$ cat src/eth_pkg.sv
//--------------------------------------------------------------------------
// Ethernet transmitter shared definitions
// Register map, bit positions, line timing and common types for the
// Wishbone 10BASE-T transmit core
//--------------------------------------------------------------------------
package eth_pkg;

    //----------------------------------------------------------------------
    // Types
    //----------------------------------------------------------------------
    typedef logic [7:0]  byte_t;       // Register or buffer byte
    typedef logic [15:0] wb_data_t;    // Wishbone data word
    typedef logic [10:0] buf_addr_t;   // Transmit buffer address
    typedef logic [2:0]  reg_idx_t;    // {wb_adr_i, wb_sel_i[1]}

    typedef enum logic [1:0] {
        TX_IDLE,                       // Waiting for FTSND
        TX_LOAD,                       // Address zeroed, waiting for first byte slot
        TX_SEND                        // Walking the buffer
    } tx_state_t;

    //----------------------------------------------------------------------
    // Register indexes, 4 to 7 are the absent receive side and read zero
    //----------------------------------------------------------------------
    localparam reg_idx_t REG_TX_STAT = 3'd0;   // FSENT, FTTX
    localparam reg_idx_t REG_TX_CNTL = 3'd1;   // FTSND, FTINT, A10..A8
    localparam reg_idx_t REG_TX_ADDR = 3'd2;   // A7..A0
    localparam reg_idx_t REG_TX_DATA = 3'd3;   // Byte at pointer

    // Status bits
    localparam int BIT_FSENT = 7;              // Frame sent, cleared by status write
    localparam int BIT_FTTX  = 6;              // Frame on the line

    // Control bits
    localparam int BIT_FTSND      = 7;         // Send request, self clearing
    localparam int BIT_FTINT      = 6;         // Interrupt enable
    localparam int CNTL_ADDR_BITS = 3;         // Low bits carry pointer bits 10..8

    //----------------------------------------------------------------------
    // Line timing in clk20 cycles
    //----------------------------------------------------------------------
    localparam int HALF_BITS_PER_BYTE = 16;    // Two half-bits per data bit
    localparam int IDLE_TAIL_CYCLES   = 6;     // High tail after the last bit
    localparam int LINK_PULSE_BITS    = 18;    // NLP every 2^18 idle cycles

endpackage

$ cat src/eth_wb_regs.sv
//--------------------------------------------------------------------------
// Wishbone register block of the transmitter
// 16-bit classic slave with 8-bit registers on either byte lane. Holds
// control, pointer and frame-sent flag, drives buffer writes and the
// interrupt request
//--------------------------------------------------------------------------
`timescale 1ns/1ps

module eth_wb_regs (
    input  logic                clk20,
    input  logic                wb_rst_i,
    input  eth_pkg::wb_data_t   wb_dat_i,
    output eth_pkg::wb_data_t   wb_dat_o,
    input  logic                wb_cyc_i,
    input  logic                wb_stb_i,
    input  logic [1:0]          wb_adr_i,
    input  logic [1:0]          wb_sel_i,
    input  logic                wb_we_i,
    output logic                wb_ack_o,
    output logic                wb_tgc_o,
    output logic                buf_wr_o,
    output eth_pkg::buf_addr_t  buf_addr_o,
    output eth_pkg::byte_t      buf_wdata_o,
    output logic                send_req_o,
    input  eth_pkg::byte_t      buf_rdata_i,
    input  logic                sending_i,
    input  logic                frame_done_i
);

    eth_pkg::reg_idx_t reg_idx;
    eth_pkg::byte_t    wr_byte;
    eth_pkg::byte_t    rd_mux;
    eth_pkg::byte_t    rd_byte;    // Read data held through the ack cycle
    eth_pkg::byte_t    tx_cntl;
    eth_pkg::byte_t    tx_addr;
    logic              access;
    logic              wr_access;
    logic              fsent;
    logic              sending_d;

    //----------------------------------------------------------------------
    // Bus decode
    //----------------------------------------------------------------------
    assign reg_idx   = {wb_adr_i, wb_sel_i[1]};
    assign wr_byte   = wb_sel_i[0] ? wb_dat_i[7:0] : wb_dat_i[15:8];
    assign access    = wb_cyc_i & wb_stb_i & ~wb_ack_o;   // First cycle only
    assign wr_access = access & wb_we_i;

    // Unused lane reads zero
    assign wb_dat_o = wb_sel_i[0] ? {8'h00, rd_byte} : {rd_byte, 8'h00};

    // Buffer store lands on the ack edge
    assign buf_wr_o    = wr_access && (reg_idx == eth_pkg::REG_TX_DATA);
    assign buf_wdata_o = wr_byte;
    assign buf_addr_o  = {tx_cntl[eth_pkg::CNTL_ADDR_BITS-1:0], tx_addr};

    assign send_req_o = tx_cntl[eth_pkg::BIT_FTSND];
    assign wb_tgc_o   = tx_cntl[eth_pkg::BIT_FTINT] & fsent;

    //----------------------------------------------------------------------
    // Read mux
    //----------------------------------------------------------------------
    always_comb begin
        rd_mux = '0;
        case (reg_idx)
            eth_pkg::REG_TX_STAT: begin
                rd_mux[eth_pkg::BIT_FSENT] = fsent;
                rd_mux[eth_pkg::BIT_FTTX]  = sending_i;
            end
            eth_pkg::REG_TX_CNTL: rd_mux = tx_cntl;
            eth_pkg::REG_TX_ADDR: rd_mux = tx_addr;
            eth_pkg::REG_TX_DATA: rd_mux = buf_rdata_i;    // Registered read at pointer
            default:              rd_mux = '0;             // Receive side absent
        endcase
    end

    always_ff @(posedge clk20) begin
        if (access)
            rd_byte <= rd_mux;
    end

    //----------------------------------------------------------------------
    // Ack and registers
    //----------------------------------------------------------------------
    always_ff @(posedge clk20 or posedge wb_rst_i) begin
        if (wb_rst_i) begin
            wb_ack_o  <= 1'b0;
            tx_cntl   <= '0;
            tx_addr   <= '0;
            fsent     <= 1'b0;
            sending_d <= 1'b0;
        end else begin
            wb_ack_o  <= access;                // Single-cycle ack per transfer
            sending_d <= sending_i;

            // Request taken by the sequencer
            if (sending_i && !sending_d)
                tx_cntl[eth_pkg::BIT_FTSND] <= 1'b0;

            if (wr_access) begin
                case (reg_idx)
                    eth_pkg::REG_TX_STAT: fsent   <= 1'b0;     // Any value clears
                    eth_pkg::REG_TX_CNTL: tx_cntl <= wr_byte;
                    eth_pkg::REG_TX_ADDR: tx_addr <= wr_byte;
                    default: ;                                  // Data goes to buffer
                endcase
            end

            if (frame_done_i)
                fsent <= 1'b1;                  // Completion wins over a clear
        end
    end

    // Frame completion arrives only as the sequencer leaves the frame
    assert property (@(posedge clk20) disable iff (wb_rst_i)
        frame_done_i |-> (!sending_i && $past(sending_i)));

endmodule

$ cat config.mk
export PLATFORM = sky130hd
export DESIGN_NAME = eth_wb_regs
export DESIGN_NICKNAME = d
export VERILOG_FILES = /design/src/eth_pkg.sv /design/src/eth_wb_regs.sv
export SDC_FILE = /design/constraint.sdc
export NUM_CORES = 1
export LEC_CHECK = 0
export ABC_AREA = 1
export BUFFER_PORTS_ARGS = -buffer_cell sky130_fd_sc_hd__buf_2
export CORE_UTILIZATION = 42
export DETAILED_ROUTE_END_ITERATION = 8
export GPL_ROUTABILITY_DRIVEN = 0
export HOLD_SLACK_MARGIN = 0.03
export PLACE_DENSITY_LB_ADDON = 0.25
export SLEW_MARGIN = 25
export SYNTH_ARGS = -nofsm -noshare
export SYNTH_HDL_FRONTEND = slang
export SYNTH_SLANG_ARGS = --single-unit
$ cat constraint.sdc
create_clock -name clk20 -period 1.1 [get_ports clk20]
set_clock_uncertainty 0.05 [all_clocks]
set_input_delay 0.11 -clock clk20 [delete_from_list [all_inputs] [get_ports clk20]]
set_output_delay 0.11 -clock clk20 [all_outputs]
set_load 0.02 [all_outputs]
==> impl_metrics.ini <==
[synthesis]
synth_top_area_cell = dfrtp_1
syn-instance-count = 228
synth_warnings = 0
synth_seq_cells = 27
postSynth.asyncResetShare_pct = 70.4
synth-seq-area-share_pct = 42.2
synthesis.nets = 263
synthesis.area_sq_mm = 0.00170
synth_top_cell_area_share_pct = 28.0
synth_commonest_cells = 53 x inv_1, 52 x nand2_1, 25 x nand3_1
synthTopCellsByArea = dfrtp_1 28%, edfxtp_1 14%, inv_1 12%
synth.distinct_cells = 20
ys.flop_type = dfrtp_1
syn_area_per_cell_sq_um = 7.45
synth-edff-count = 8
yosysMostFrequentCell = inv_1

[global_routing]
antenna_found_initial = 0
track_usage_pct = 19.0
overflow = 0
grt_pass1_vias = 1447
grt_pass1_wl_mm = 6.35
grt_max_degree = 20

[drt]
vias_per_cell = 4.54
wl_per_cell_um = 10.7
route.detailed.drc = 0
drt_iter0_drc = 87
wirelength_mm = 3.86
ant_nets = 0
num_vias = 1643
dr.pass1.iters = 4

[sta]
min_period_ps = 1250
final-setup-viol-count = 26
layout_setup_ws_ps = -148
final_max_slew_viol_count = 0
post-route-period-util_pct = 113
fmax_mhz = 802
hold_viol_final = 0
tightest_slew_ps = 285
relSlewSlack_pct = 80.9
tns_ps = -1860
rsz0062_at_grt = yes

[worst_hold_path]
hold_start = wb_stb_i
hold_class = input pin to register

[cts]
cts_tree = done
clock-sinks = 27
clk_pin_slew_ps = 80
numCtsBuffers = 3
cts_max_path_buffers = 2
clk_latency_ps = 260
htree_levels = 1
cts-root-buf = clkbuf_8

[die]
die_x_um = 65.6
core_sq_mm = 0.00377
die-area_sq_mm = 0.00430
ios = 74
start_util_pct = 45.0
rows = 22
die_h_um = 65.6

[worst_setup_path]
cp.arrival_ps = 1090
crit_path_start_kind = register
crit_required_ps = 940
cp-end-kind = primary output
r2r_start = wb_ack_o
crit_type = register to primary output
path_max_fanout = 3
crit_start = wb_ack_o

[pwr]
powerDensity_mw_per_mm2 = 1210
finalPower_mw = 2.89
leakage_nw = 1.33
ir_drop_uv = 670

[final_layout]
drive_gt1_share_pct = 35.7
finish.utilization_pct = 63.4
final_nets = 350
antenna_cells = 0
area_delta_synth_final_pct = 40.8

[status]
status = finished with violations
violations = setup timing

[placement]
portBuffers = 73
hpwl_mm = 2.89

[flow_run]
cap_viol_max_count = 0
[kinds of logic (layout without fill, tap and decap cells)]
family | count (synthesis) | in the layout | synth area share (%)
AND/OR/NAND/NOR | 106 | 106 | 28.9
AO/OA/AOI/OAI | 25 | 25 | 9.87
buffers and inverters | 70 | 156 | 19.1
flip-flops | 27 | 27 | 42.2
[worst paths after layout]
| path | to | cells past startpoint | slack, ps |
|---|---|---|---|
| max | buf_wr_o | 4 | -150 |
| min | wb_ack_o | 3 | 130 |
| max reg2reg | tx_addr[7] | 5 | -110 |
| min reg2reg | rd_byte[4] | 2 | 520 |
| max in group asynchronous | wb_ack_o | 4 | 430 |
| min in group asynchronous | tx_cntl[7] | 4 | 340 |
[registers in the layout, summed over array words and instances, names as in the netlist]
signal	flops
fsent	1
rd_byte	8
sending_d	1
tx_addr	8
tx_cntl	8
wb_ack_o	1
[where the power goes]
part / leakage, nW / switching [mW] / internal [mW]
Clock: 0.0228 / 0.287 / 0.259
Sequential: 0.290 / 0.108 / 1.20
Combinational: 1.02 / 0.596 / 0.445
[cells in the final DEF, fill, tap and decap left out, types with 5 or more instances in the layout]
master / count
buf_2: 58
edfxtp_1: 8
nor2_1: 14
o21ai_1: 5
buf_6: 11
nand4_1: 10
dfrtp_1: 18
inv_1: 50
nand3_1: 22
buf_4: 23
nand2_1: 52
o21bai_1: 16
[critical path: stages (launching register included)]
cell,delay [ps]
dfrtp_2,410
inv_2,70
nand4_4,110
nor2_4,110
buf_6,120
[routing by layer]
layer | global-route usage, % | wire, um | part of all wire (%)
met3 | 2.43 | 142 | 3.7
met1 | 25.6 | 1890 | 49
met5 | 0 | 0 | 0
met2 | 31.6 | 1800 | 47
met4 | 5.43 | 33 | 0.85
[stage by stage]
step	hold slack (ps)	instance area, sq um	setup WS, ps	cells
after floorplan	11.1	1740	-83.2	228
after global placement	89.9	2180	-22.3	349
after detailed placement	94.7	2180	-33.2	349
after CTS	136	2300	-226	360
after global routing	135	2390	-191	362
final	134	2390	-148	362
[repair_timing]
item / in CTS / in global routing
endpoints found under the setup margin: 26 / 43
pin swaps: 0 / 9
resized for setup: 6 / 26
setup buffers: 4 / 3
hold buffers: 3 / 0
hold endpoints to repair: 21 / 0
[cell type report]
class,instances,area (sq um)
Multi-Input combinational cell,131,708
Clock buffer,4,45.0
Fill cell,319,1380
Tap cell,48,60.1
Sequential cell,27,717
Inverter,56,223
Timing Repair Buffer,96,637
No activity file was read; power rests on OpenSTA's default activity.
