===== src/eth_pkg.sv =====
//--------------------------------------------------------------------------
// Ethernet transmitter shared definitions
// Register map, bit positions, line timing and common types for the
// Wishbone 10BASE-T transmit core
//--------------------------------------------------------------------------
package eth_pkg;

    //----------------------------------------------------------------------
    // Types
    //----------------------------------------------------------------------
    typedef logic [7:0]  byte_t;       // Register or buffer byte
    typedef logic [15:0] wb_data_t;    // Wishbone data word
    typedef logic [10:0] buf_addr_t;   // Transmit buffer address
    typedef logic [2:0]  reg_idx_t;    // {wb_adr_i, wb_sel_i[1]}

    typedef enum logic [1:0] {
        TX_IDLE,                       // Waiting for FTSND
        TX_LOAD,                       // Address zeroed, waiting for first byte slot
        TX_SEND                        // Walking the buffer
    } tx_state_t;

    //----------------------------------------------------------------------
    // Register indexes, 4 to 7 are the absent receive side and read zero
    //----------------------------------------------------------------------
    localparam reg_idx_t REG_TX_STAT = 3'd0;   // FSENT, FTTX
    localparam reg_idx_t REG_TX_CNTL = 3'd1;   // FTSND, FTINT, A10..A8
    localparam reg_idx_t REG_TX_ADDR = 3'd2;   // A7..A0
    localparam reg_idx_t REG_TX_DATA = 3'd3;   // Byte at pointer

    // Status bits
    localparam int BIT_FSENT = 7;              // Frame sent, cleared by status write
    localparam int BIT_FTTX  = 6;              // Frame on the line

    // Control bits
    localparam int BIT_FTSND      = 7;         // Send request, self clearing
    localparam int BIT_FTINT      = 6;         // Interrupt enable
    localparam int CNTL_ADDR_BITS = 3;         // Low bits carry pointer bits 10..8

    //----------------------------------------------------------------------
    // Line timing in clk20 cycles
    //----------------------------------------------------------------------
    localparam int HALF_BITS_PER_BYTE = 16;    // Two half-bits per data bit
    localparam int IDLE_TAIL_CYCLES   = 6;     // High tail after the last bit
    localparam int LINK_PULSE_BITS    = 18;    // NLP every 2^18 idle cycles

endpackage


===== src/eth_tx_sequencer.sv =====
//--------------------------------------------------------------------------
// Transmit frame sequencer
// Walks the buffer read address from 0 to the last address, one step per
// byte slot, and flags the end of the frame
//--------------------------------------------------------------------------
`timescale 1ns/1ps

module eth_tx_sequencer (
    input  logic                clk20,
    input  logic                wb_rst_i,
    input  logic                send_req_i,
    input  eth_pkg::buf_addr_t  last_addr_i,
    input  logic                next_byte_i,
    output eth_pkg::buf_addr_t  rd_addr_o,
    output logic                sending_o,
    output logic                frame_done_o
);

    eth_pkg::tx_state_t state;

    assign sending_o = (state != eth_pkg::TX_IDLE);   // FTTX, also runs the encoder

    always_ff @(posedge clk20 or posedge wb_rst_i) begin
        if (wb_rst_i) begin
            state        <= eth_pkg::TX_IDLE;
            rd_addr_o    <= '0;
            frame_done_o <= 1'b0;
        end else begin
            frame_done_o <= 1'b0;
            case (state)
                eth_pkg::TX_IDLE: begin
                    if (send_req_i)
                        state <= eth_pkg::TX_LOAD;
                end
                // First slot fetches byte 0
                eth_pkg::TX_LOAD: begin
                    rd_addr_o <= '0;
                    if (next_byte_i)
                        state <= eth_pkg::TX_SEND;
                end
                eth_pkg::TX_SEND: begin
                    if (next_byte_i) begin
                        if (rd_addr_o == last_addr_i) begin
                            state        <= eth_pkg::TX_IDLE;   // Last byte already fetched
                            frame_done_o <= 1'b1;
                        end else begin
                            rd_addr_o <= rd_addr_o + 1'b1;     // Fetch following byte
                        end
                    end
                end
                default: state <= eth_pkg::TX_IDLE;
            endcase
        end
    end

    // Host pointer bounds the walk for the whole frame
    assert property (@(posedge clk20) disable iff (wb_rst_i)
        (state == eth_pkg::TX_SEND) |-> (rd_addr_o <= last_addr_i));

endmodule


===== config.mk =====
export PLATFORM = sky130hd
export DESIGN_NAME = eth_tx_sequencer
export DESIGN_NICKNAME = d
export VERILOG_FILES = /design/src/eth_pkg.sv /design/src/eth_tx_sequencer.sv
export SDC_FILE = /design/constraint.sdc
export NUM_CORES = 1
export LEC_CHECK = 0
export BUFFER_PORTS_ARGS = -buffer_cell sky130_fd_sc_hd__buf_2
export CORE_MARGIN = 8
export CORE_UTILIZATION = 34
export DETAILED_ROUTE_END_ITERATION = 10
export PLACE_DENSITY_LB_ADDON = 0.15
export SLEW_MARGIN = 0
export SYNTH_ARGS = -nofsm -noshare
export SYNTH_HDL_FRONTEND = slang
export SYNTH_SLANG_ARGS = --single-unit

===== constraint.sdc =====
create_clock -name clk20 -period 2 [get_ports clk20]
set_input_delay 0.3 -clock clk20 [delete_from_list [all_inputs] [get_ports clk20]]
set_output_delay 0.3 -clock clk20 [all_outputs]
set_load 0.05 [all_outputs]

==> run_summary.xml, run 1 <==
<?xml version="1.0" encoding="UTF-8"?>
<metrics>
  <group name="status">
    <metric name="status" unit="">finished, final reports clean</metric>
  </group>
  <group name="power_and_ir_drop">
    <metric name="leakage_power" unit="uW">0.000555</metric>
    <metric name="pwr_density_cell" unit="nW/um^2">819</metric>
    <metric name="peakVddDrop" unit="V">0.000665</metric>
  </group>
  <group name="placement">
    <metric name="portBuffers" unit="">27</metric>
    <metric name="placedInstanceArea" unit="sq um">1280</metric>
    <metric name="gp_congestion" unit="">0.886</metric>
    <metric name="post-dp-hpwl" unit="um">2350</metric>
  </group>
  <group name="timing">
    <metric name="tightestPinTransition" unit="ns">0.565</metric>
    <metric name="post_route_clock_period_utilization" unit="">0.888</metric>
    <metric name="max_slew_margin" unit="">0.623</metric>
    <metric name="worst_clock_skew" unit="ns">0.000179</metric>
    <metric name="report.final.slew_viol_count" unit="">0</metric>
    <metric name="clock.fmax" unit="MHz">563</metric>
    <metric name="report.final.setup_viol" unit="">0</metric>
    <metric name="grt_setup_unrepaired" unit="">no</metric>
    <metric name="finalWorstPathRequiredPeriod" unit="ns">1.78</metric>
    <metric name="setup-tns-final" unit="ns">0</metric>
    <metric name="hold_viol_final" unit="">0</metric>
  </group>
  <group name="worst_hold_path">
    <metric name="hp-class" unit="">in2async</metric>
  </group>
  <group name="clock_tree">
    <metric name="ctsRootBufferMaster" unit="">clkbuf_4</metric>
    <metric name="tritoncts" unit="">built</metric>
    <metric name="cts-hold-fix-buffers" unit="">0</metric>
    <metric name="htreeDepth" unit="">1</metric>
    <metric name="clkSinkCount" unit="">14</metric>
    <metric name="clk_path_buf_depth" unit="">2</metric>
    <metric name="cts.reportedPaths.clkPinSlew" unit="ns">0.08</metric>
    <metric name="postCtsSetupBuffers" unit="">0</metric>
    <metric name="cts-buffers-inserted" unit="">3</metric>
    <metric name="skew_pair_late_insertion_delay" unit="ns">0.27</metric>
    <metric name="cts_resized" unit="">0</metric>
  </group>
  <group name="flow_run">
    <metric name="max_cap_viol_count" unit="">0</metric>
  </group>
  <group name="final_layout">
    <metric name="seqCellArea" unit="sq um">350</metric>
    <metric name="final.fill_count" unit="">325</metric>
    <metric name="antenna-diode-count" unit="">0</metric>
    <metric name="final_standard_cell_utilization_of_the_core" unit="">0.423</metric>
    <metric name="area_delta_synth_final" unit="%">17.5</metric>
    <metric name="final_net_count" unit="">168</metric>
    <metric name="final_design_area_no_fill" unit="sq um">1300</metric>
    <metric name="layout.cells.most_common" unit="">buf_2</metric>
    <metric name="final_layout_size_suffix_gt1_frac" unit="">0.300</metric>
    <metric name="most_frequent_cells_in_the_layout" unit="">27 x buf_2, 16 x nand2_1, 14 x dfrtp_1, 8 x nand4_1, 8 x inv_1</metric>
    <metric name="multiInputGateArea" unit="sq um">657</metric>
  </group>
  <group name="detailed_routing">
    <metric name="drt-vias-per-instance" unit="">5.36</metric>
    <metric name="wl_per_cell" unit="um">15.8</metric>
    <metric name="detail_route.wirelength" unit="um">3060</metric>
    <metric name="dr.first_iter.drc_count" unit="">42</metric>
    <metric name="drtPass1Iterations" unit="">4</metric>
    <metric name="final_antenna_net_count" unit="">0</metric>
    <metric name="via_count" unit="">1039</metric>
    <metric name="drc_errors" unit="">0</metric>
  </group>
  <group name="floorplanning">
    <metric name="core.rowCount" unit="">20</metric>
    <metric name="dieArea" unit="sq um">5340</metric>
    <metric name="initial_utilization" unit="">0.360</metric>
    <metric name="std_cell_core_area" unit="sq um">3080</metric>
    <metric name="boundaryPins" unit="">28</metric>
    <metric name="die_w" unit="um">73.1</metric>
    <metric name="die_height" unit="um">73.1</metric>
  </group>
  <group name="critical_path">
    <metric name="r2r_end" unit="">rd_addr_o[2]</metric>
    <metric name="critPathRequiredTime" unit="ns">2.22</metric>
    <metric name="r2r_cells" unit="">6</metric>
    <metric name="worst_setup_path_start_kind" unit="">flip-flop</metric>
    <metric name="setup.reg_to_reg.worst_slack" unit="ns">0.22</metric>
    <metric name="reg_to_reg_startpoint" unit="">rd_addr_o[3]</metric>
    <metric name="timing.setup.critical_path_class" unit="">reg2reg</metric>
    <metric name="cp_max_fo" unit="">17</metric>
    <metric name="cp.arrival" unit="ns">1.99</metric>
    <metric name="crit_path_end_kind" unit="">flip-flop</metric>
  </group>
  <group name="global_route">
    <metric name="grt_pass1_vias" unit="">1035</metric>
    <metric name="global_route.usage.total" unit="">0.121</metric>
    <metric name="global_route_wire_length_before_repair" unit="um">5070</metric>
    <metric name="antenna_violations_before_repair" unit="">0</metric>
    <metric name="globalRouteOverflowTotal" unit="">0</metric>
    <metric name="grt_start_max_net_pins" unit="">18</metric>
  </group>
  <group name="synthesis">
    <metric name="synth_ff_type" unit="">dfrtp_1</metric>
    <metric name="synthesis.instances" unit="">122</metric>
    <metric name="synth_fp_nets" unit="">138</metric>
    <metric name="synth.avg_cell_area" unit="sq um">9.09</metric>
    <metric name="postSynth.asyncResetShare" unit="">1.00</metric>
    <metric name="synth-edff-count" unit="">0</metric>
    <metric name="seq_area_frac_synth" unit="">0.316</metric>
    <metric name="synthesized_flop_and_latch_total" unit="">14</metric>
    <metric name="synth_cell_type_count" unit="">37</metric>
    <metric name="yosys_warnings" unit="">0</metric>
    <metric name="mappedNetlistArea" unit="sq um">1110</metric>
  </group>
</metrics>
==> area by class of cell <==
cell class                 instances  area share
inverter                           8      0.0231
tap                               44      0.0423
clock buffer                       3      0.0173
multi-input combinational         91       0.504
timing repair buffer              34       0.144
sequential                        14       0.269
==> worst max path at each step <==
stage                     depth (start not counted)         start  slack [ns]      endpoint
after floorplan                                   6  rd_addr_o[4]        0.12  rd_addr_o[6]
after global placement                            6  rd_addr_o[3]        0.25  rd_addr_o[2]
after detailed placement                          6  rd_addr_o[3]        0.24  rd_addr_o[2]
after CTS                                         6  rd_addr_o[3]        0.21  rd_addr_o[3]
after global routing                              6  rd_addr_o[3]        0.13  rd_addr_o[0]
final                                             6  rd_addr_o[3]        0.22  rd_addr_o[2]
==> logic make-up after synthesis <==
logic type | synth area share
fa+ha+maj | 0.0113
buf+inv | 0.0914
flops | 0.316
mux | 0.00903
simple gates | 0.277
compound gates | 0.161
xor+xnor | 0.134
==> state kept, by name, indices dropped and copies added, names as in the netlist <==
name and cells:
frame_done_o 1, state 2, rd_addr_o 11
==> cell usage after synthesis, types with 4 or more instances <==
library cell | instances | area [sq um]
nand2_1 | 16 | 60.1
o211ai_1 | 5 | 37.5
nand3_1 | 7 | 35.0
buf_6 | 5 | 56.3
nor2_1 | 4 | 15.0
o21ai_0 | 5 | 25.0
dfrtp_1 | 14 | 350
clkbuf_1 | 4 | 15.0
nor4_1 | 6 | 37.5
nand4_1 | 8 | 50.1
xnor2_1 | 7 | 61.3
inv_1 | 8 | 30.0
==> per-stage QoR <==
step           hold slack, ns  worst slack [ns]  std cells  total power, uW
6_report               0.0623             0.224        194             1070
5_1_grt                 0.103             0.128        194             1140
4_1_cts                0.0858             0.215        194             1080
3_5_place_dp            0.395             0.238        191              911
3_3_place_gp            0.393             0.248        191              907
2_1_floorplan           0.189             0.116        122              727
==> critical path, stage by stage (launching register included) <==
cell,delay [ns]
dfrtp_1,0.51
xnor2_2,0.18
nand4_1,0.18
nor3_4,0.05
buf_4,0.19
or4_1,0.51
nand3_1,0.09
==> per-layer routing <==
layer	wire, um	part of all wire	global-route usage	vias up
met3	265	0.086	0.0385	4
met2	1370	0.45	0.178	35
li1	-	-	-	508
met4	38	0.012	0.0667	0
met5	0	0	0	-
met1	1390	0.45	0.152	492
==> power by group <==
part / internal [uW] / switching, uW
Combinational: 169 / 339
Sequential: 320 / 77.9
Clock: 69.7 / 91.3
Total: 559 / 508
Power figures use the tool's default switching activity.
==> run 2: changes to the inputs <==
- CTS_BUF_LIST: default -> sky130_fd_sc_hd__clkbuf_4 sky130_fd_sc_hd__clkbuf_8
- MAX_ROUTING_LAYER: default -> met4
==> run 2 against run 1 <==
Compared with the run above: flip-flop and latch count unchanged; register-to-register slack barely moved; routed wire length shrank 0.13%; core utilization is the same; global-route usage rose by 0.32 points; clock power about the same; setup slack barely moved; clock skew is essentially flat; total power is essentially flat; cell count did not move; largest cell class unchanged; highest routed layer unchanged.
==> run_summary.xml, run 2 (synthesized netlist as in run 1, its figures left out) <==
<?xml version="1.0" encoding="UTF-8"?>
<metrics>
  <group name="global_route">
    <metric name="global_route.usage.total" unit="">0.124</metric>
    <metric name="globalRouteOverflowTotal" unit="">0</metric>
    <metric name="global_route_wire_length_before_repair" unit="um">5060</metric>
    <metric name="grt_start_max_net_pins" unit="">18</metric>
    <metric name="grt_pass1_vias" unit="">1035</metric>
    <metric name="antenna_violations_before_repair" unit="">0</metric>
  </group>
  <group name="critical_path">
    <metric name="critPathRequiredTime" unit="ns">2.22</metric>
    <metric name="cp.buffers_inverters" unit="">1</metric>
    <metric name="path_delay_family" unit="">simple AND/OR/NAND/NOR gates</metric>
    <metric name="worst_setup_path_start_kind" unit="">flip-flop</metric>
    <metric name="worst_path_largest_cell_delay" unit="ns">0.51</metric>
    <metric name="crit_path_cell_trace" unit="">xnor2_2, nand4_1, nor3_4, buf_4, or4_1, nand3_1</metric>
    <metric name="timing.setup.critical_path_class" unit="">reg2reg</metric>
    <metric name="crit_path_end_kind" unit="">flip-flop</metric>
    <metric name="cp.arrival" unit="ns">1.99</metric>
    <metric name="setup.reg_to_reg.worst_slack" unit="ns">0.22</metric>
    <metric name="cell_at_the_slowest_stage_of_the_critical_path" unit="">dfrtp_1</metric>
    <metric name="cp_max_fo" unit="">17</metric>
  </group>
  <group name="clock_tree">
    <metric name="ctsRootBufferMaster" unit="">clkbuf_4</metric>
    <metric name="cts.reportedPaths.clkPinSlew" unit="ns">0.08</metric>
    <metric name="cts-buffers-inserted" unit="">3</metric>
    <metric name="clkSinkCount" unit="">14</metric>
    <metric name="clk_path_buf_depth" unit="">2</metric>
    <metric name="cts_resized" unit="">0</metric>
    <metric name="postCtsSetupBuffers" unit="">0</metric>
    <metric name="tritoncts" unit="">built</metric>
    <metric name="skew_pair_late_insertion_delay" unit="ns">0.27</metric>
    <metric name="htreeDepth" unit="">1</metric>
    <metric name="cts-hold-fix-buffers" unit="">0</metric>
  </group>
  <group name="final_layout">
    <metric name="finish.cell_count_without_fillers" unit="">194</metric>
    <metric name="most_frequent_cells_in_the_layout" unit="">27 x buf_2, 16 x nand2_1, 14 x dfrtp_1, 8 x nand4_1, 8 x inv_1</metric>
    <metric name="final_layout_size_suffix_gt1_frac" unit="">0.300</metric>
    <metric name="largest_register_ffs" unit="">11</metric>
    <metric name="top_regs" unit="">rd_addr_o: 11 flops, state: 2 flops, frame_done_o: 1 flops</metric>
    <metric name="regMostFlops" unit="">rd_addr_o</metric>
    <metric name="final_net_count" unit="">168</metric>
    <metric name="final_standard_cell_utilization_of_the_core" unit="">0.423</metric>
    <metric name="layout.cells.most_common" unit="">buf_2</metric>
    <metric name="antenna-diode-count" unit="">0</metric>
    <metric name="area_delta_synth_final" unit="%">17.5</metric>
  </group>
  <group name="detailed_routing">
    <metric name="wl_per_cell" unit="um">15.8</metric>
    <metric name="drtPass1Iterations" unit="">4</metric>
    <metric name="via_count" unit="">1045</metric>
    <metric name="top_layer" unit="">met4</metric>
    <metric name="final_antenna_net_count" unit="">0</metric>
    <metric name="dr.first_iter.drc_count" unit="">48</metric>
    <metric name="drt-vias-per-instance" unit="">5.39</metric>
    <metric name="drc_errors" unit="">0</metric>
    <metric name="met1_routed_length" unit="um">1440</metric>
    <metric name="routed-wl-met3" unit="um">235</metric>
    <metric name="route.met2.wl" unit="um">1340</metric>
    <metric name="detail_route.wirelength" unit="um">3060</metric>
  </group>
  <group name="timing">
    <metric name="worst_slack" unit="ns">0.224</metric>
    <metric name="finalWorstPathRequiredPeriod" unit="ns">1.78</metric>
    <metric name="hold_viol_final" unit="">0</metric>
    <metric name="post_route_clock_period_utilization" unit="">0.888</metric>
    <metric name="report.final.setup_viol" unit="">0</metric>
    <metric name="report.final.slew_viol_count" unit="">0</metric>
    <metric name="setup-tns-final" unit="ns">0</metric>
    <metric name="worst_clock_skew" unit="ns">0.000358</metric>
    <metric name="clock.fmax" unit="MHz">563</metric>
    <metric name="tightestPinTransition" unit="ns">0.562</metric>
    <metric name="max_slew_margin" unit="">0.625</metric>
    <metric name="grt_setup_unrepaired" unit="">no</metric>
  </group>
  <group name="floorplanning">
    <metric name="boundaryPins" unit="">28</metric>
    <metric name="die_w" unit="um">73.1</metric>
    <metric name="initial_utilization" unit="">0.360</metric>
    <metric name="die_height" unit="um">73.1</metric>
    <metric name="core.rowCount" unit="">20</metric>
    <metric name="dieArea" unit="sq um">5340</metric>
    <metric name="std_cell_core_area" unit="sq um">3080</metric>
  </group>
  <group name="power_and_ir_drop">
    <metric name="power" unit="uW">1070</metric>
    <metric name="net-switching-power" unit="uW">508</metric>
    <metric name="seqPwrFrac" unit="">0.373</metric>
    <metric name="power.share.clock" unit="">0.151</metric>
    <metric name="netSwitchingFraction" unit="">0.476</metric>
    <metric name="internal_power_consumption" unit="uW">559</metric>
    <metric name="pwr_density_cell" unit="nW/um^2">820</metric>
    <metric name="comb_power_share" unit="">0.476</metric>
    <metric name="leakage_power" unit="uW">0.000555</metric>
    <metric name="peakVddDrop" unit="V">0.000665</metric>
  </group>
  <group name="placement">
    <metric name="portBuffers" unit="">27</metric>
    <metric name="gp_congestion" unit="">0.900</metric>
    <metric name="post-dp-hpwl" unit="um">2350</metric>
    <metric name="preCtsSetupSlack" unit="ns">0.238</metric>
    <metric name="placed_cells_incl_taps" unit="">191</metric>
  </group>
  <group name="status">
    <metric name="status" unit="">finished, final reports clean</metric>
  </group>
  <group name="flow_run">
    <metric name="max_cap_viol_count" unit="">0</metric>
  </group>
  <group name="worst_hold_path">
    <metric name="hp-class" unit="">in2async</metric>
  </group>
</metrics>
==> run 2: final timing paths <==
check	depth (start not counted)	to	startpoint
hold / removal	2	state[0]	wb_rst_i
min in group clk20	3	state[0]	send_req_i
setup / recovery	6	rd_addr_o[2]	rd_addr_o[3]
hold reg to reg	2	state[1]	state[0]
max in group asynchronous	2	rd_addr_o[9]	wb_rst_i
setup reg to reg	6	rd_addr_o[2]	rd_addr_o[3]
==> run 2: area by class of cell <==
| type | instances | area, sq um |
|---|---|---|
| fillers | 325 | 1780 |
| multi-input cells | 91 | 657 |
| flip-flops and latches | 14 | 350 |
| repair buffers | 34 | 188 |
| well taps | 44 | 55.1 |
| inverters | 8 | 30.0 |
| clock buffers | 3 | 22.5 |
==> run 2: worst register-to-register path: cells and delay by family, from the launching register on <==
| kind | cells | cell delay [ns] |
|---|---|---|
| xor gates and xnor gates | 1 | 0.19 |
| buffers and inverters | 1 | 0.19 |
| DFF | 1 | 0.51 |
| and+or+nand+nor | 4 | 0.83 |
==> run 2: power by group through the flow <==
stage / registers (uW) / clock network (uW) / logic, uW
floorplan: 441 / 0 / 286
global route: 410 / 179 / 547
detailed placement: 404 / 0 / 507
CTS: 399 / 171 / 510
finish: 398 / 161 / 508
global placement: 404 / 0 / 503
==> run 2: metrics by stage <==
step,hold WS (ns),cell area (sq um)
6_report,0.0606,1300
5_1_grt,0.103,1300
4_1_cts,0.0858,1300
3_5_place_dp,0.395,1280
3_3_place_gp,0.393,1280
2_1_floorplan,0.189,1110
==> run 2: routing by layer <==
metal / up-vias / global-route usage
met3: 4 / 0.0357
met1: 496 / 0.154
met2: 34 / 0.178
met4: 0 / 0.0667
met5: - / -
li1: 511 / -
