--- config.mk ---
export PLATFORM = sky130hd
export DESIGN_NAME = eth_tx_manchester
export DESIGN_NICKNAME = d
export VERILOG_FILES = /design/src/eth_pkg.sv /design/src/eth_tx_manchester.sv
export SDC_FILE = /design/constraint.sdc
export NUM_CORES = 1
export LEC_CHECK = 0
export ABC_AREA = 1
export BUFFER_PORTS_ARGS = -buffer_cell sky130_fd_sc_hd__buf_2
export CAP_MARGIN = 15
export CORE_MARGIN = 1.5
export CORE_UTILIZATION = 53
export CTS_CLUSTER_DIAMETER = 200
export DETAILED_ROUTE_END_ITERATION = 8
export HOLD_SLACK_MARGIN = 0.12
export PLACE_DENSITY = 0.85
export SLEW_MARGIN = 20
export SYNTH_ARGS = -nofsm -noshare
export SYNTH_HDL_FRONTEND = slang
export SYNTH_SLANG_ARGS = --single-unit
--- constraint.sdc ---
create_clock -name clk20 -period 1.1 [get_ports clk20]
set_input_delay 0.11 -clock clk20 [delete_from_list [all_inputs] [get_ports clk20]]
set_output_delay 0.11 -clock clk20 [all_outputs]
set_load 0.03 [all_outputs]
--- src/eth_pkg.sv ---
//--------------------------------------------------------------------------
// Ethernet transmitter shared definitions
// Register map, bit positions, line timing and common types for the
// Wishbone 10BASE-T transmit core
//--------------------------------------------------------------------------
package eth_pkg;

    //----------------------------------------------------------------------
    // Types
    //----------------------------------------------------------------------
    typedef logic [7:0]  byte_t;       // Register or buffer byte
    typedef logic [15:0] wb_data_t;    // Wishbone data word
    typedef logic [10:0] buf_addr_t;   // Transmit buffer address
    typedef logic [2:0]  reg_idx_t;    // {wb_adr_i, wb_sel_i[1]}

    typedef enum logic [1:0] {
        TX_IDLE,                       // Waiting for FTSND
        TX_LOAD,                       // Address zeroed, waiting for first byte slot
        TX_SEND                        // Walking the buffer
    } tx_state_t;

    //----------------------------------------------------------------------
    // Register indexes, 4 to 7 are the absent receive side and read zero
    //----------------------------------------------------------------------
    localparam reg_idx_t REG_TX_STAT = 3'd0;   // FSENT, FTTX
    localparam reg_idx_t REG_TX_CNTL = 3'd1;   // FTSND, FTINT, A10..A8
    localparam reg_idx_t REG_TX_ADDR = 3'd2;   // A7..A0
    localparam reg_idx_t REG_TX_DATA = 3'd3;   // Byte at pointer

    // Status bits
    localparam int BIT_FSENT = 7;              // Frame sent, cleared by status write
    localparam int BIT_FTTX  = 6;              // Frame on the line

    // Control bits
    localparam int BIT_FTSND      = 7;         // Send request, self clearing
    localparam int BIT_FTINT      = 6;         // Interrupt enable
    localparam int CNTL_ADDR_BITS = 3;         // Low bits carry pointer bits 10..8

    //----------------------------------------------------------------------
    // Line timing in clk20 cycles
    //----------------------------------------------------------------------
    localparam int HALF_BITS_PER_BYTE = 16;    // Two half-bits per data bit
    localparam int IDLE_TAIL_CYCLES   = 6;     // High tail after the last bit
    localparam int LINK_PULSE_BITS    = 18;    // NLP every 2^18 idle cycles

endpackage

--- src/eth_tx_manchester.sv ---
//--------------------------------------------------------------------------
// 10BASE-T Manchester line driver
// Byte slot timing, LSB-first shifter and encoder, idle tail after the
// frame and the normal link pulse while idle
//--------------------------------------------------------------------------
`timescale 1ns/1ps

module eth_tx_manchester (
    input  logic            clk20,
    input  logic            wb_rst_i,
    input  logic            sending_i,
    input  eth_pkg::byte_t  tx_byte_i,
    output logic            next_byte_o,
    output logic            ethernet_tx_o
);

    logic [$clog2(eth_pkg::HALF_BITS_PER_BYTE)-1:0] half_cnt;
    logic [$clog2(eth_pkg::IDLE_TAIL_CYCLES+1)-1:0] tail_cnt;
    logic [eth_pkg::LINK_PULSE_BITS-1:0]            lp_cnt;
    logic [1:0]                                     fetch_pipe;
    logic                                           load;
    logic                                           data_on;   // Shifter owns the line
    logic                                           run;
    logic                                           link_pulse;
    logic                                           idle_level;
    eth_pkg::byte_t                                 shift_q;

    //----------------------------------------------------------------------
    // Byte slots
    //----------------------------------------------------------------------
    // Slot request at count 15, byte arrives two cycles later (address
    // register plus RAM read), so the shifter loads at count 1
    assign next_byte_o = sending_i && (half_cnt == eth_pkg::HALF_BITS_PER_BYTE - 1);
    assign load        = fetch_pipe[1];
    assign run         = sending_i | data_on;   // Finish last byte after sending drops

    always_ff @(posedge clk20 or posedge wb_rst_i) begin
        if (wb_rst_i) begin
            half_cnt   <= '1;
            fetch_pipe <= '0;
            data_on    <= 1'b0;
        end else begin
            half_cnt   <= run ? half_cnt + 1'b1 : '1;
            fetch_pipe <= {fetch_pipe[0] & sending_i, next_byte_o};  // No fetch after frame end
            if (load)
                data_on <= 1'b1;
            else if (half_cnt == 1)
                data_on <= 1'b0;                // Slot without a byte, frame over
        end
    end

    // Shift on every second half-bit
    always_ff @(posedge clk20) begin
        if (load)
            shift_q <= tx_byte_i;
        else if (half_cnt[0])
            shift_q <= shift_q >> 1;
    end

    //----------------------------------------------------------------------
    // Idle tail, link pulse and line register
    //----------------------------------------------------------------------
    assign link_pulse = &lp_cnt;
    assign idle_level = (tail_cnt < eth_pkg::IDLE_TAIL_CYCLES) | link_pulse;

    always_ff @(posedge clk20 or posedge wb_rst_i) begin
        if (wb_rst_i) begin
            tail_cnt      <= $bits(tail_cnt)'(eth_pkg::IDLE_TAIL_CYCLES);  // No tail at power up
            lp_cnt        <= '0;
            ethernet_tx_o <= 1'b0;
        end else begin
            if (data_on)
                tail_cnt <= '0;
            else if (tail_cnt != eth_pkg::IDLE_TAIL_CYCLES)
                tail_cnt <= tail_cnt + 1'b1;

            lp_cnt <= run ? '0 : lp_cnt + 1'b1;   // Restart period after each frame

            // Even count drives the inverse bit, odd count the bit
            ethernet_tx_o <= data_on ? (shift_q[0] ^ ~half_cnt[0]) : idle_level;
        end
    end

endmodule

==> results of run 1 <==
## power by group through the flow
stage	clock network (W)	registers (W)	logic, W
global route	0.00104	0.00213	0.00157
CTS	0.000971	0.00206	0.00130
detailed placement	0	0.00208	0.00118
finish	0.000962	0.00210	0.00143
floorplan	0	0.00210	0.000766
global placement	0	0.00206	0.00111
## area by class of cell
cell class / count / area, um2 / share of cell area (%)
clock buffer: 5 / 37.5 / 1.52
sequential: 37 / 975 / 39.5
inverter: 27 / 105 / 4.26
tap: 46 / 57.6 / 2.34
multi-input combinational: 144 / 938 / 38.1
timing repair buffer: 40 / 310 / 12.6
clock inverter: 3 / 41.3 / 1.68
## worst reg2reg max path: cells and delay by family (launching register included)
| family | cells | cell delay [ns] |
|---|---|---|
| DFF | 1 | 0.44 |
| and+or+nand+nor | 7 | 0.76 |
## registers in the layout, summed over array words and instances (netlist names)
name,count
tail_cnt,3
shift_q,8
half_cnt,4
data_on,1
fetch_pipe,2
lp_cnt,18
ethernet_tx_o,1
## metrics by stage
stage | setup TNS, ns | utilization [%] | power (W)
CTS | -2.57 | 72.0 | 0.00433
global route | -4.98 | 74.5 | 0.00474
floorplan | -0.492 | - | 0.00286
detailed placement | -1.90 | 63.5 | 0.00326
finish | -3.08 | 74.5 | 0.00449
global placement | -1.35 | 63.5 | 0.00317
## worst max-delay path by stage
stage | start | end | slack, ns
after detailed placement | half_cnt[0]$_DFF_PP1_ | data_on$_DFFE_PP0P_ | -0.14
final | half_cnt[0]$_DFF_PP1_ | next_byte_o | -0.42
after CTS | half_cnt[0]$_DFF_PP1_ | next_byte_o | -0.44
after floorplan | half_cnt[0]$_DFF_PP1_ | fetch_pipe[0]$_DFF_PP0_ | -0.15
after global placement | half_cnt[1]$_DFF_PP1_ | next_byte_o | -0.10
after global routing | half_cnt[0]$_DFF_PP1_ | next_byte_o | -0.46
## synth_stat cells, drive strengths merged
cell type and instances:
nand2 62, nor2 35, inv 26, dfrtp 23
a21oi 11, o21ai 11, edfxtp 8, nand3 7
dfstp 6, ha 5, nor3 4, buf 3
xor2 3, nand4 2, a31oi 1, clkinv 1
o21a 1, o21bai 1, o31ai 1
## cell families (layout without fill, tap and decap cells)
kind of cell    after synthesis  after routing  synth area share, %
flops                        37             37                 53.4
compound gates               26             26                 8.03
xor+xnor                      3              3                 1.44
simple gates                110            110                 27.2
fa+ha+maj                     5              5                 3.43
buf+inv                      30             75                 6.52
## timing repair
item / CTS / global route
hold endpoints to repair: 39 / 2
gates cloned: 0 / 0
gates resized for setup: 26 / 21
setup buffers: 3 / 0
setup endpoints to repair: 28 / 32
pin swaps: 13 / 6
## metal layers
layer  vias to the layer above  routed length [um]  track usage, %
met5                         -                   0               0
met4                         0                 136            15.2
met3                        14                 201            6.30
met2                        48                2500            40.2
met1                       759                1690            29.9
li1                        753                   -               -
==> flow_metrics.tcl, run 1 <==
set metrics [dict create \
    vias_per_cell 5.21 \
    first_global_vias 1551 \
    vias 1574 \
    hp-class "primary input to flip-flop" \
    place_ws_ns -0.137 \
    cts_buffer_depth 2 \
    diodes 0 \
    globalRouteOverflowTotal 0 \
    initial_core_util_pct 55.1 \
    switching_share_pct 34.4 \
    tritoncts "yes" \
    area_growth_pct 35.1 \
    crit_path_start_kind "flip-flop" \
    violations "setup timing" \
    finClkSkew_ns 0.00707 \
    cp_top_family "flip-flops" \
    status "complete, but fails checks" \
    htree_num_levels 2 \
    die_y_um 61.7 \
    fin_area_um2 2460 \
    crit_slowest_cell "dfstp_2" \
    syn_inst 211 \
    cts_hold_buf 9 \
    hold_slack_ns 0.0199 \
    drt_iter0_markers 127 \
    yosysTopAreaCellShare_pct 31.6 \
    grt_setup_unrepaired "yes" \
    clkSinkCount 37 \
    setup_slack_ns -0.415 \
    die_w_um 61.7 \
    dp_cells 282 \
    cp_cell_sequence "ha_4, nand2_4, nor3_4, buf_6" \
    r2r_end "lp_cnt[15]$_DFF_PP0_" \
    track_usage_pct 24.9 \
    grt_max_degree 30 \
    drc 0 \
    syn_nets 227 \
    seq_area_frac_synth_pct 53.4 \
    fin_cells 302 \
    pwr-share-seq_pct 46.8 \
    synth_warnings 0 \
    setup_viol 29 \
    synth-seq-cells 37 \
    cap_violations 0 \
    crit_buf_inv 1 \
    hpwl_um 2480 \
    drtPass1Iterations 4 \
    cp_data_arrival_time_ns 1.41 \
    coreArea_um2 3310 \
    reg2reg_setup_slack_ns -0.20 \
    rr_startpoint "lp_cnt[10]$_DFF_PP0_" \
    clock_latency_ns 0.36 \
    clkPwrFrac_pct 21.4 \
    min_path_cells 3 \
    crit_path_end_kind "output port" \
    power.internal_w 0.00295 \
    wl_per_cell_um 15.0 \
    rows 21 \
    vdd_ir_drop_max_v 0.00209 \
    drive_above_1_share_pct 36.3 \
    maxSlewViolCount 0 \
    p_sw_w 0.00155 \
    syn_area_um2 1820 \
    fillers 227 \
    final_common_cell "nand2_1" \
    avgSynthCellArea_um2 8.65 \
    synth.distinct_cells 26 \
    max_stage_delay_ns 0.57 \
    ant_nets 0 \
    yosysTopAreaCell "dfrtp_1" \
    wl_um 4530 \
    path_depth 4 \
    worstPathRequired_ns 0.99 \
    combinationalPowerShare_pct 31.8 \
    min_period_ns 1.52 \
    critPathMaxFanout 2 \
    placed_area_um2 2100 \
    finalHoldViolations 0 \
    fmax_mhz 660 \
    antenna_found_initial 0 \
    root_buffer "clkbuf_4" \
    fin_crit_sh_pct 138 \
    tightest_slew_ns 0.373 \
    ioPinCount 13 \
    gp_congestion 0.805 \
    nets 271 \
    clk_pin_slew_ns 0.12 \
    critPathKind "flip-flop to output port" \
    p_leak_nw 1.12 \
    max_slew_margin_pct 75.1 \
    final_cell_mix "53 x nand2_1, 22 x inv_1, 22 x nor2_1, 22 x dfrtp_1, 16 x buf_4" \
    whs_endpoint "fetch_pipe[0]$_DFF_PP0_" \
    ff2ff_path_depth 7 \
    synthTopCellsByArea "dfrtp_1 32%, edfxtp_1 13%, nand2_1 12%" \
    cts_made_buffers 5 \
    die_area_um2 3800 \
    min-delay-start "sending_i" \
    grt_pass1_wl_um 6650 \
    power_density_nw_per_um2 1820 \
    port_buffers 12 \
]
Power figures use the tool's default switching activity.
==> inputs of run 2 (changes only) <==
==> constraint.sdc (replaced) <==
create_clock -name clk20 -period 1.1 [get_ports clk20]
set_input_delay 0.055 -clock clk20 [delete_from_list [all_inputs] [get_ports clk20]]
set_output_delay 0.055 -clock clk20 [all_outputs]
set_load 0.03 [all_outputs]
==> flow_metrics.tcl, run 2 (same netlist as run 1, synthesis figures left out) <==
set metrics [dict create \
    ff2ff_path_depth 7 \
    ioPinCount 13 \
    grt_use_met3_pct 8.40 \
    violations "hold timing, setup timing" \
    met2_usage_pct 41.2 \
    finClkSkew_ns 0.0146 \
    min_period_ns 1.48 \
    hold_slack_ns -0.0473 \
    cts_made_buffers 5 \
    drive_above_1_share_pct 41.6 \
    max_slew_margin_pct 74.8 \
    root_buffer "clkbuf_4" \
    cts_hold_buf 9 \
    maxSlewViolCount 0 \
    initial_core_util_pct 55.1 \
    die_y_um 61.7 \
    vias_per_cell 5.06 \
    multiInputGateArea_um2 953 \
    vdd_ir_drop_max_v 0.00138 \
    status "complete, but fails checks" \
    placed_area_um2 2130 \
    cts_buffer_depth 2 \
    cp_data_arrival_time_ns 1.42 \
    worstPathRequired_ns 1.04 \
    crit_path_start_kind "flip-flop" \
    drtPass1Iterations 4 \
    vias 1594 \
    fin_crit_sh_pct 134 \
    track_usage_pct 25.6 \
    critPathKind "flip-flop to output port" \
    port_buffers 12 \
    fin_util_pct 77.5 \
    clk_pin_slew_ns 0.12 \
    reg2reg_setup_slack_ns -0.20 \
    hpwl_um 2610 \
    final_cell_mix "50 x nand2_1, 25 x buf_4, 22 x dfrtp_1" \
    grt_pass1_wl_um 6760 \
    drc 0 \
    final_common_cell "nand2_1" \
    power_density_nw_per_um2 1710 \
    die_area_um2 3800 \
    area_growth_pct 40.7 \
    grt_busiest_layer "met2" \
    p_leak_nw 1.16 \
    min_path_cells 3 \
    regArea_um2 975 \
    gp_congestion 0.822 \
    wl_um 4630 \
    tritoncts "yes" \
    htree_num_levels 2 \
    globalRouteOverflowTotal 0 \
    coreArea_um2 3310 \
    fmax_mhz 677 \
    min-delay-start "sending_i" \
    rows 21 \
    fillers 203 \
    clkSinkCount 37 \
    first_global_vias 1456 \
    finalHoldViolations 2 \
    setup_viol 31 \
    cap_violations 0 \
    critPathMaxFanout 2 \
    finalPower_w 0.00439 \
    drt_iter0_markers 81 \
    fin_area_um2 2570 \
    top_register "lp_cnt" \
    clock_latency_ns 0.35 \
    antenna_found_initial 0 \
    die_w_um 61.7 \
    nets 284 \
    wl_per_cell_um 14.7 \
    tightest_slew_ns 0.379 \
    ant_nets 0 \
    top_regs "lp_cnt x18, shift_q x8, half_cnt x4" \
    hp-class "primary input to flip-flop" \
    setup_slack_ns -0.377 \
    rr_startpoint "lp_cnt[1]$_DFF_PP0_" \
    grt_setup_unrepaired "yes" \
    use_met1_pct 31.3 \
    place_ws_ns -0.164 \
    grt_max_degree 30 \
    whs_endpoint "fetch_pipe[1]$_DFF_PP0_" \
    largest_register_ffs 18 \
    diodes 0 \
    crit_path_end_kind "output port" \
    r2r_end "lp_cnt[12]$_DFF_PP0_" \
]
[run 2: cell type report]
type | instances | area share [%]
timing repair buffer | 53 | 16.5
multi-input combinational | 144 | 37.2
sequential | 37 | 38.0
inverter | 27 | 4.10
clock buffer | 6 | 1.61
clock inverter | 2 | 0.439
tap | 46 | 2.24
[run 2: what timing repair did]
item,in CTS,in global routing
gates cloned,0,0
setup endpoints to repair,29,34
hold endpoints to repair,39,2
pin swaps,15,13
resized for setup,24,36
buffers inserted,6,7
[run 2: layer usage]
| layer | routed length (um) | part of all wire (%) |
|---|---|---|
| met1 | 1880 | 41 |
| met2 | 2480 | 54 |
| met3 | 140 | 3.0 |
| met4 | 131 | 2.8 |
| met5 | 0 | 0 |
[run 2: how the worst max path moves through the flow]
stage,start,endpoint,slack [ns]
after global routing,half_cnt[1]$_DFF_PP1_,next_byte_o,-0.44
after CTS,half_cnt[0]$_DFF_PP1_,next_byte_o,-0.37
final,half_cnt[1]$_DFF_PP1_,next_byte_o,-0.38
after detailed placement,lp_cnt[0]$_DFF_PP0_,lp_cnt[16]$_DFF_PP0_,-0.16
after global placement,lp_cnt[0]$_DFF_PP0_,lp_cnt[16]$_DFF_PP0_,-0.10
after floorplan,half_cnt[0]$_DFF_PP1_,fetch_pipe[0]$_DFF_PP0_,-0.15
[run 2: report_power, final]
part | total (W) | switching [W] | leakage, nW | internal, W
Sequential | 0.00212 | 0.000235 | 0.455 | 0.00189
Clock | 0.000701 | 0.000458 | 0.0259 | 0.000243
Combinational | 0.00157 | 0.000901 | 0.682 | 0.000665
[run 2: critical path: stages, from the launching register on]
cell and delay (ns):
dfstp_2 0.58, ha_4 0.15, nand2_4 0.05, nor3_4 0.13, buf_6 0.15
[run 2: metrics by stage]
stage	cells	setup TNS [ns]
6_report	315	-3.60
5_1_grt	315	-5.15
4_1_cts	308	-2.16
3_5_place_dp	285	-1.77
3_3_place_gp	285	-0.750
2_1_floorplan	211	-0.437
==> inputs of run 3 (changes only) <==
--- a/config.mk
+++ b/config.mk
@@ -8,7 +8,6 @@
 export ABC_AREA = 1
 export BUFFER_PORTS_ARGS = -buffer_cell sky130_fd_sc_hd__buf_2
 export CAP_MARGIN = 15
-export CORE_MARGIN = 1.5
 export CORE_UTILIZATION = 53
 export CTS_CLUSTER_DIAMETER = 200
 export DETAILED_ROUTE_END_ITERATION = 8
==> flow_metrics.tcl, run 3 (same netlist as run 1, synthesis figures left out) <==
set metrics [dict create \
    nets 283 \
    top_regs "lp_cnt x18, shift_q x8, half_cnt x4" \
    combinationalPowerShare_pct 34.6 \
    min_period_ns 1.49 \
    final_cell_mix "52 x nand2_1, 24 x nor2_1, 24 x buf_4" \
    drc 0 \
    track_usage_pct 25.0 \
    drt_iter0_markers 77 \
    clk_pin_slew_ns 0.12 \
    diodes 0 \
    power_density_nw_per_um2 1820 \
    vias_per_cell 5.05 \
    clock_latency_ns 0.36 \
    switching_share_pct 34.8 \
    critPathKind "flip-flop to output port" \
    crit_path_end_kind "output port" \
    port_buffers 12 \
    hold_slack_ns -0.0408 \
    globalRouteOverflowTotal 0 \
    tritoncts "yes" \
    area_growth_pct 42.1 \
    fin_crit_sh_pct 136 \
    fin_tns_setup_ns -4.85 \
    grt_setup_unrepaired "yes" \
    cap_violations 0 \
    crit_path_start_kind "flip-flop" \
    gp_congestion 0.850 \
    min-delay-start "sending_i" \
    ant_nets 0 \
    critPathMaxFanout 2 \
    maxSlewViolCount 0 \
    clkSinkCount 37 \
    rr_startpoint "lp_cnt[1]$_DFF_PP0_" \
    crit_slowest_cell "dfstp_2" \
    dp_cells 284 \
    tightest_slew_ns 0.273 \
    wl_um 4560 \
    hp-class "primary input to flip-flop" \
    fin_util_pct 82.2 \
    clkPwrFrac_pct 20.6 \
    p_leak_nw 1.21 \
    rows 20 \
    vias 1576 \
    finalHoldViolations 2 \
    root_buffer "clkbuf_4" \
    status "complete, but fails checks" \
    die_area_um2 3680 \
    p_sw_w 0.00164 \
    violations "hold timing, setup timing" \
    antenna_found_initial 0 \
    setup_slack_ns -0.394 \
    finClkSkew_ns 0.0140 \
    vdd_ir_drop_max_v 0.00163 \
    die_w_um 60.7 \
    setup_viol 29 \
    grt_max_degree 21 \
    ioPinCount 13 \
    cp_cell_sequence "ha_4, nand2_4, nor3_4, buf_6" \
    wl_per_cell_um 14.6 \
    first_global_vias 1452 \
    max_stage_delay_ns 0.58 \
    die_y_um 60.7 \
    drive_above_1_share_pct 39.9 \
    worstPathRequired_ns 1.04 \
    cts_hold_buf 9 \
    max_slew_margin_pct 81.6 \
    drtPass1Iterations 4 \
    final_common_cell "nand2_1" \
    power.internal_w 0.00307 \
    fmax_mhz 670 \
    pwr-share-seq_pct 44.9 \
    fin_cells 312 \
    place_ws_ns -0.158 \
    cts_made_buffers 5 \
    htree_num_levels 2 \
    initial_core_util_pct 57.9 \
    cts_buffer_depth 2 \
    cp_data_arrival_time_ns 1.44 \
    top_register "lp_cnt" \
    hpwl_um 2610 \
    largest_register_ffs 18 \
    coreArea_um2 3150 \
    grt_pass1_wl_um 6380 \
    crit_path_start "half_cnt[0]$_DFF_PP1_" \
]
-- run 3: cell types whose count changed in the layout (fill, tap and decap cells not counted), sizes merged --
cell,change
clkbuf,-1
bufinv,+1
buf,-1
-- run 3: worst paths after layout --
path | cells after the start | slack [ns] | endpoint
worst max register to register | 8 | -0.23 | lp_cnt[16]$_DFF_PP0_
worst min-delay path | 3 | -0.04 | fetch_pipe[1]$_DFF_PP0_
worst min register to register | 2 | 0.48 | fetch_pipe[1]$_DFF_PP0_
max in group asynchronous | 4 | 0.55 | half_cnt[2]$_DFF_PP1_
worst max-delay path | 4 | -0.39 | next_byte_o
min in group asynchronous | 4 | 0.22 | lp_cnt[13]$_DFF_PP0_
-- run 3: final cells by class --
cell class                 instances  area, um2
clock buffer                       5       37.5
clock inverter                     3       41.3
fill                             179        561
inverter                          27        105
multi-input combinational        144        963
sequential                        37        975
tap                               44       55.1
timing repair buffer              52        415
-- run 3: power groups by stage --
stage          clock, W  sequential, W  combinational (W)
2_1_floorplan         0        0.00210           0.000766
3_3_place_gp          0        0.00208            0.00113
3_5_place_dp          0        0.00209            0.00120
4_1_cts        0.000960        0.00206            0.00140
5_1_grt         0.00103        0.00215            0.00176
6_report       0.000968        0.00211            0.00163
-- run 3: metrics by stage --
step           cell area, um2  total power, W  hold WS (ns)
4_1_cts                  2420         0.00441       -0.0513
5_1_grt                  2590         0.00494       -0.0412
3_3_place_gp             2130         0.00321        0.0568
6_report                 2590         0.00471       -0.0408
3_5_place_dp             2130         0.00329        0.0628
2_1_floorplan            1880         0.00286         0.129
-- run 3: worst max-delay path: cells and delay by family (launching register included) --
| kind | cells | cell delay [ns] |
|---|---|---|
| AND/OR/NAND/NOR | 2 | 0.19 |
| adder cells (fa/ha/maj) | 1 | 0.15 |
| flip-flops | 1 | 0.58 |
| buffers and inverters | 1 | 0.16 |
-- run 3: metal layers --
layer	global-route usage, %	vias to the layer above	share of wire, %
li1	-	775	-
met1	29.6	756	41
met2	43.3	33	54
met3	4.69	12	2.8
met4	13.3	0	2.5
met5	0	-	0
-- run 3: what timing repair did --
action,in CTS,in global routing
gates resized for setup,25,29
pin swaps,16,19
setup buffers,3,9
endpoints found under the setup margin,28,32
endpoints found under the hold margin,39,2
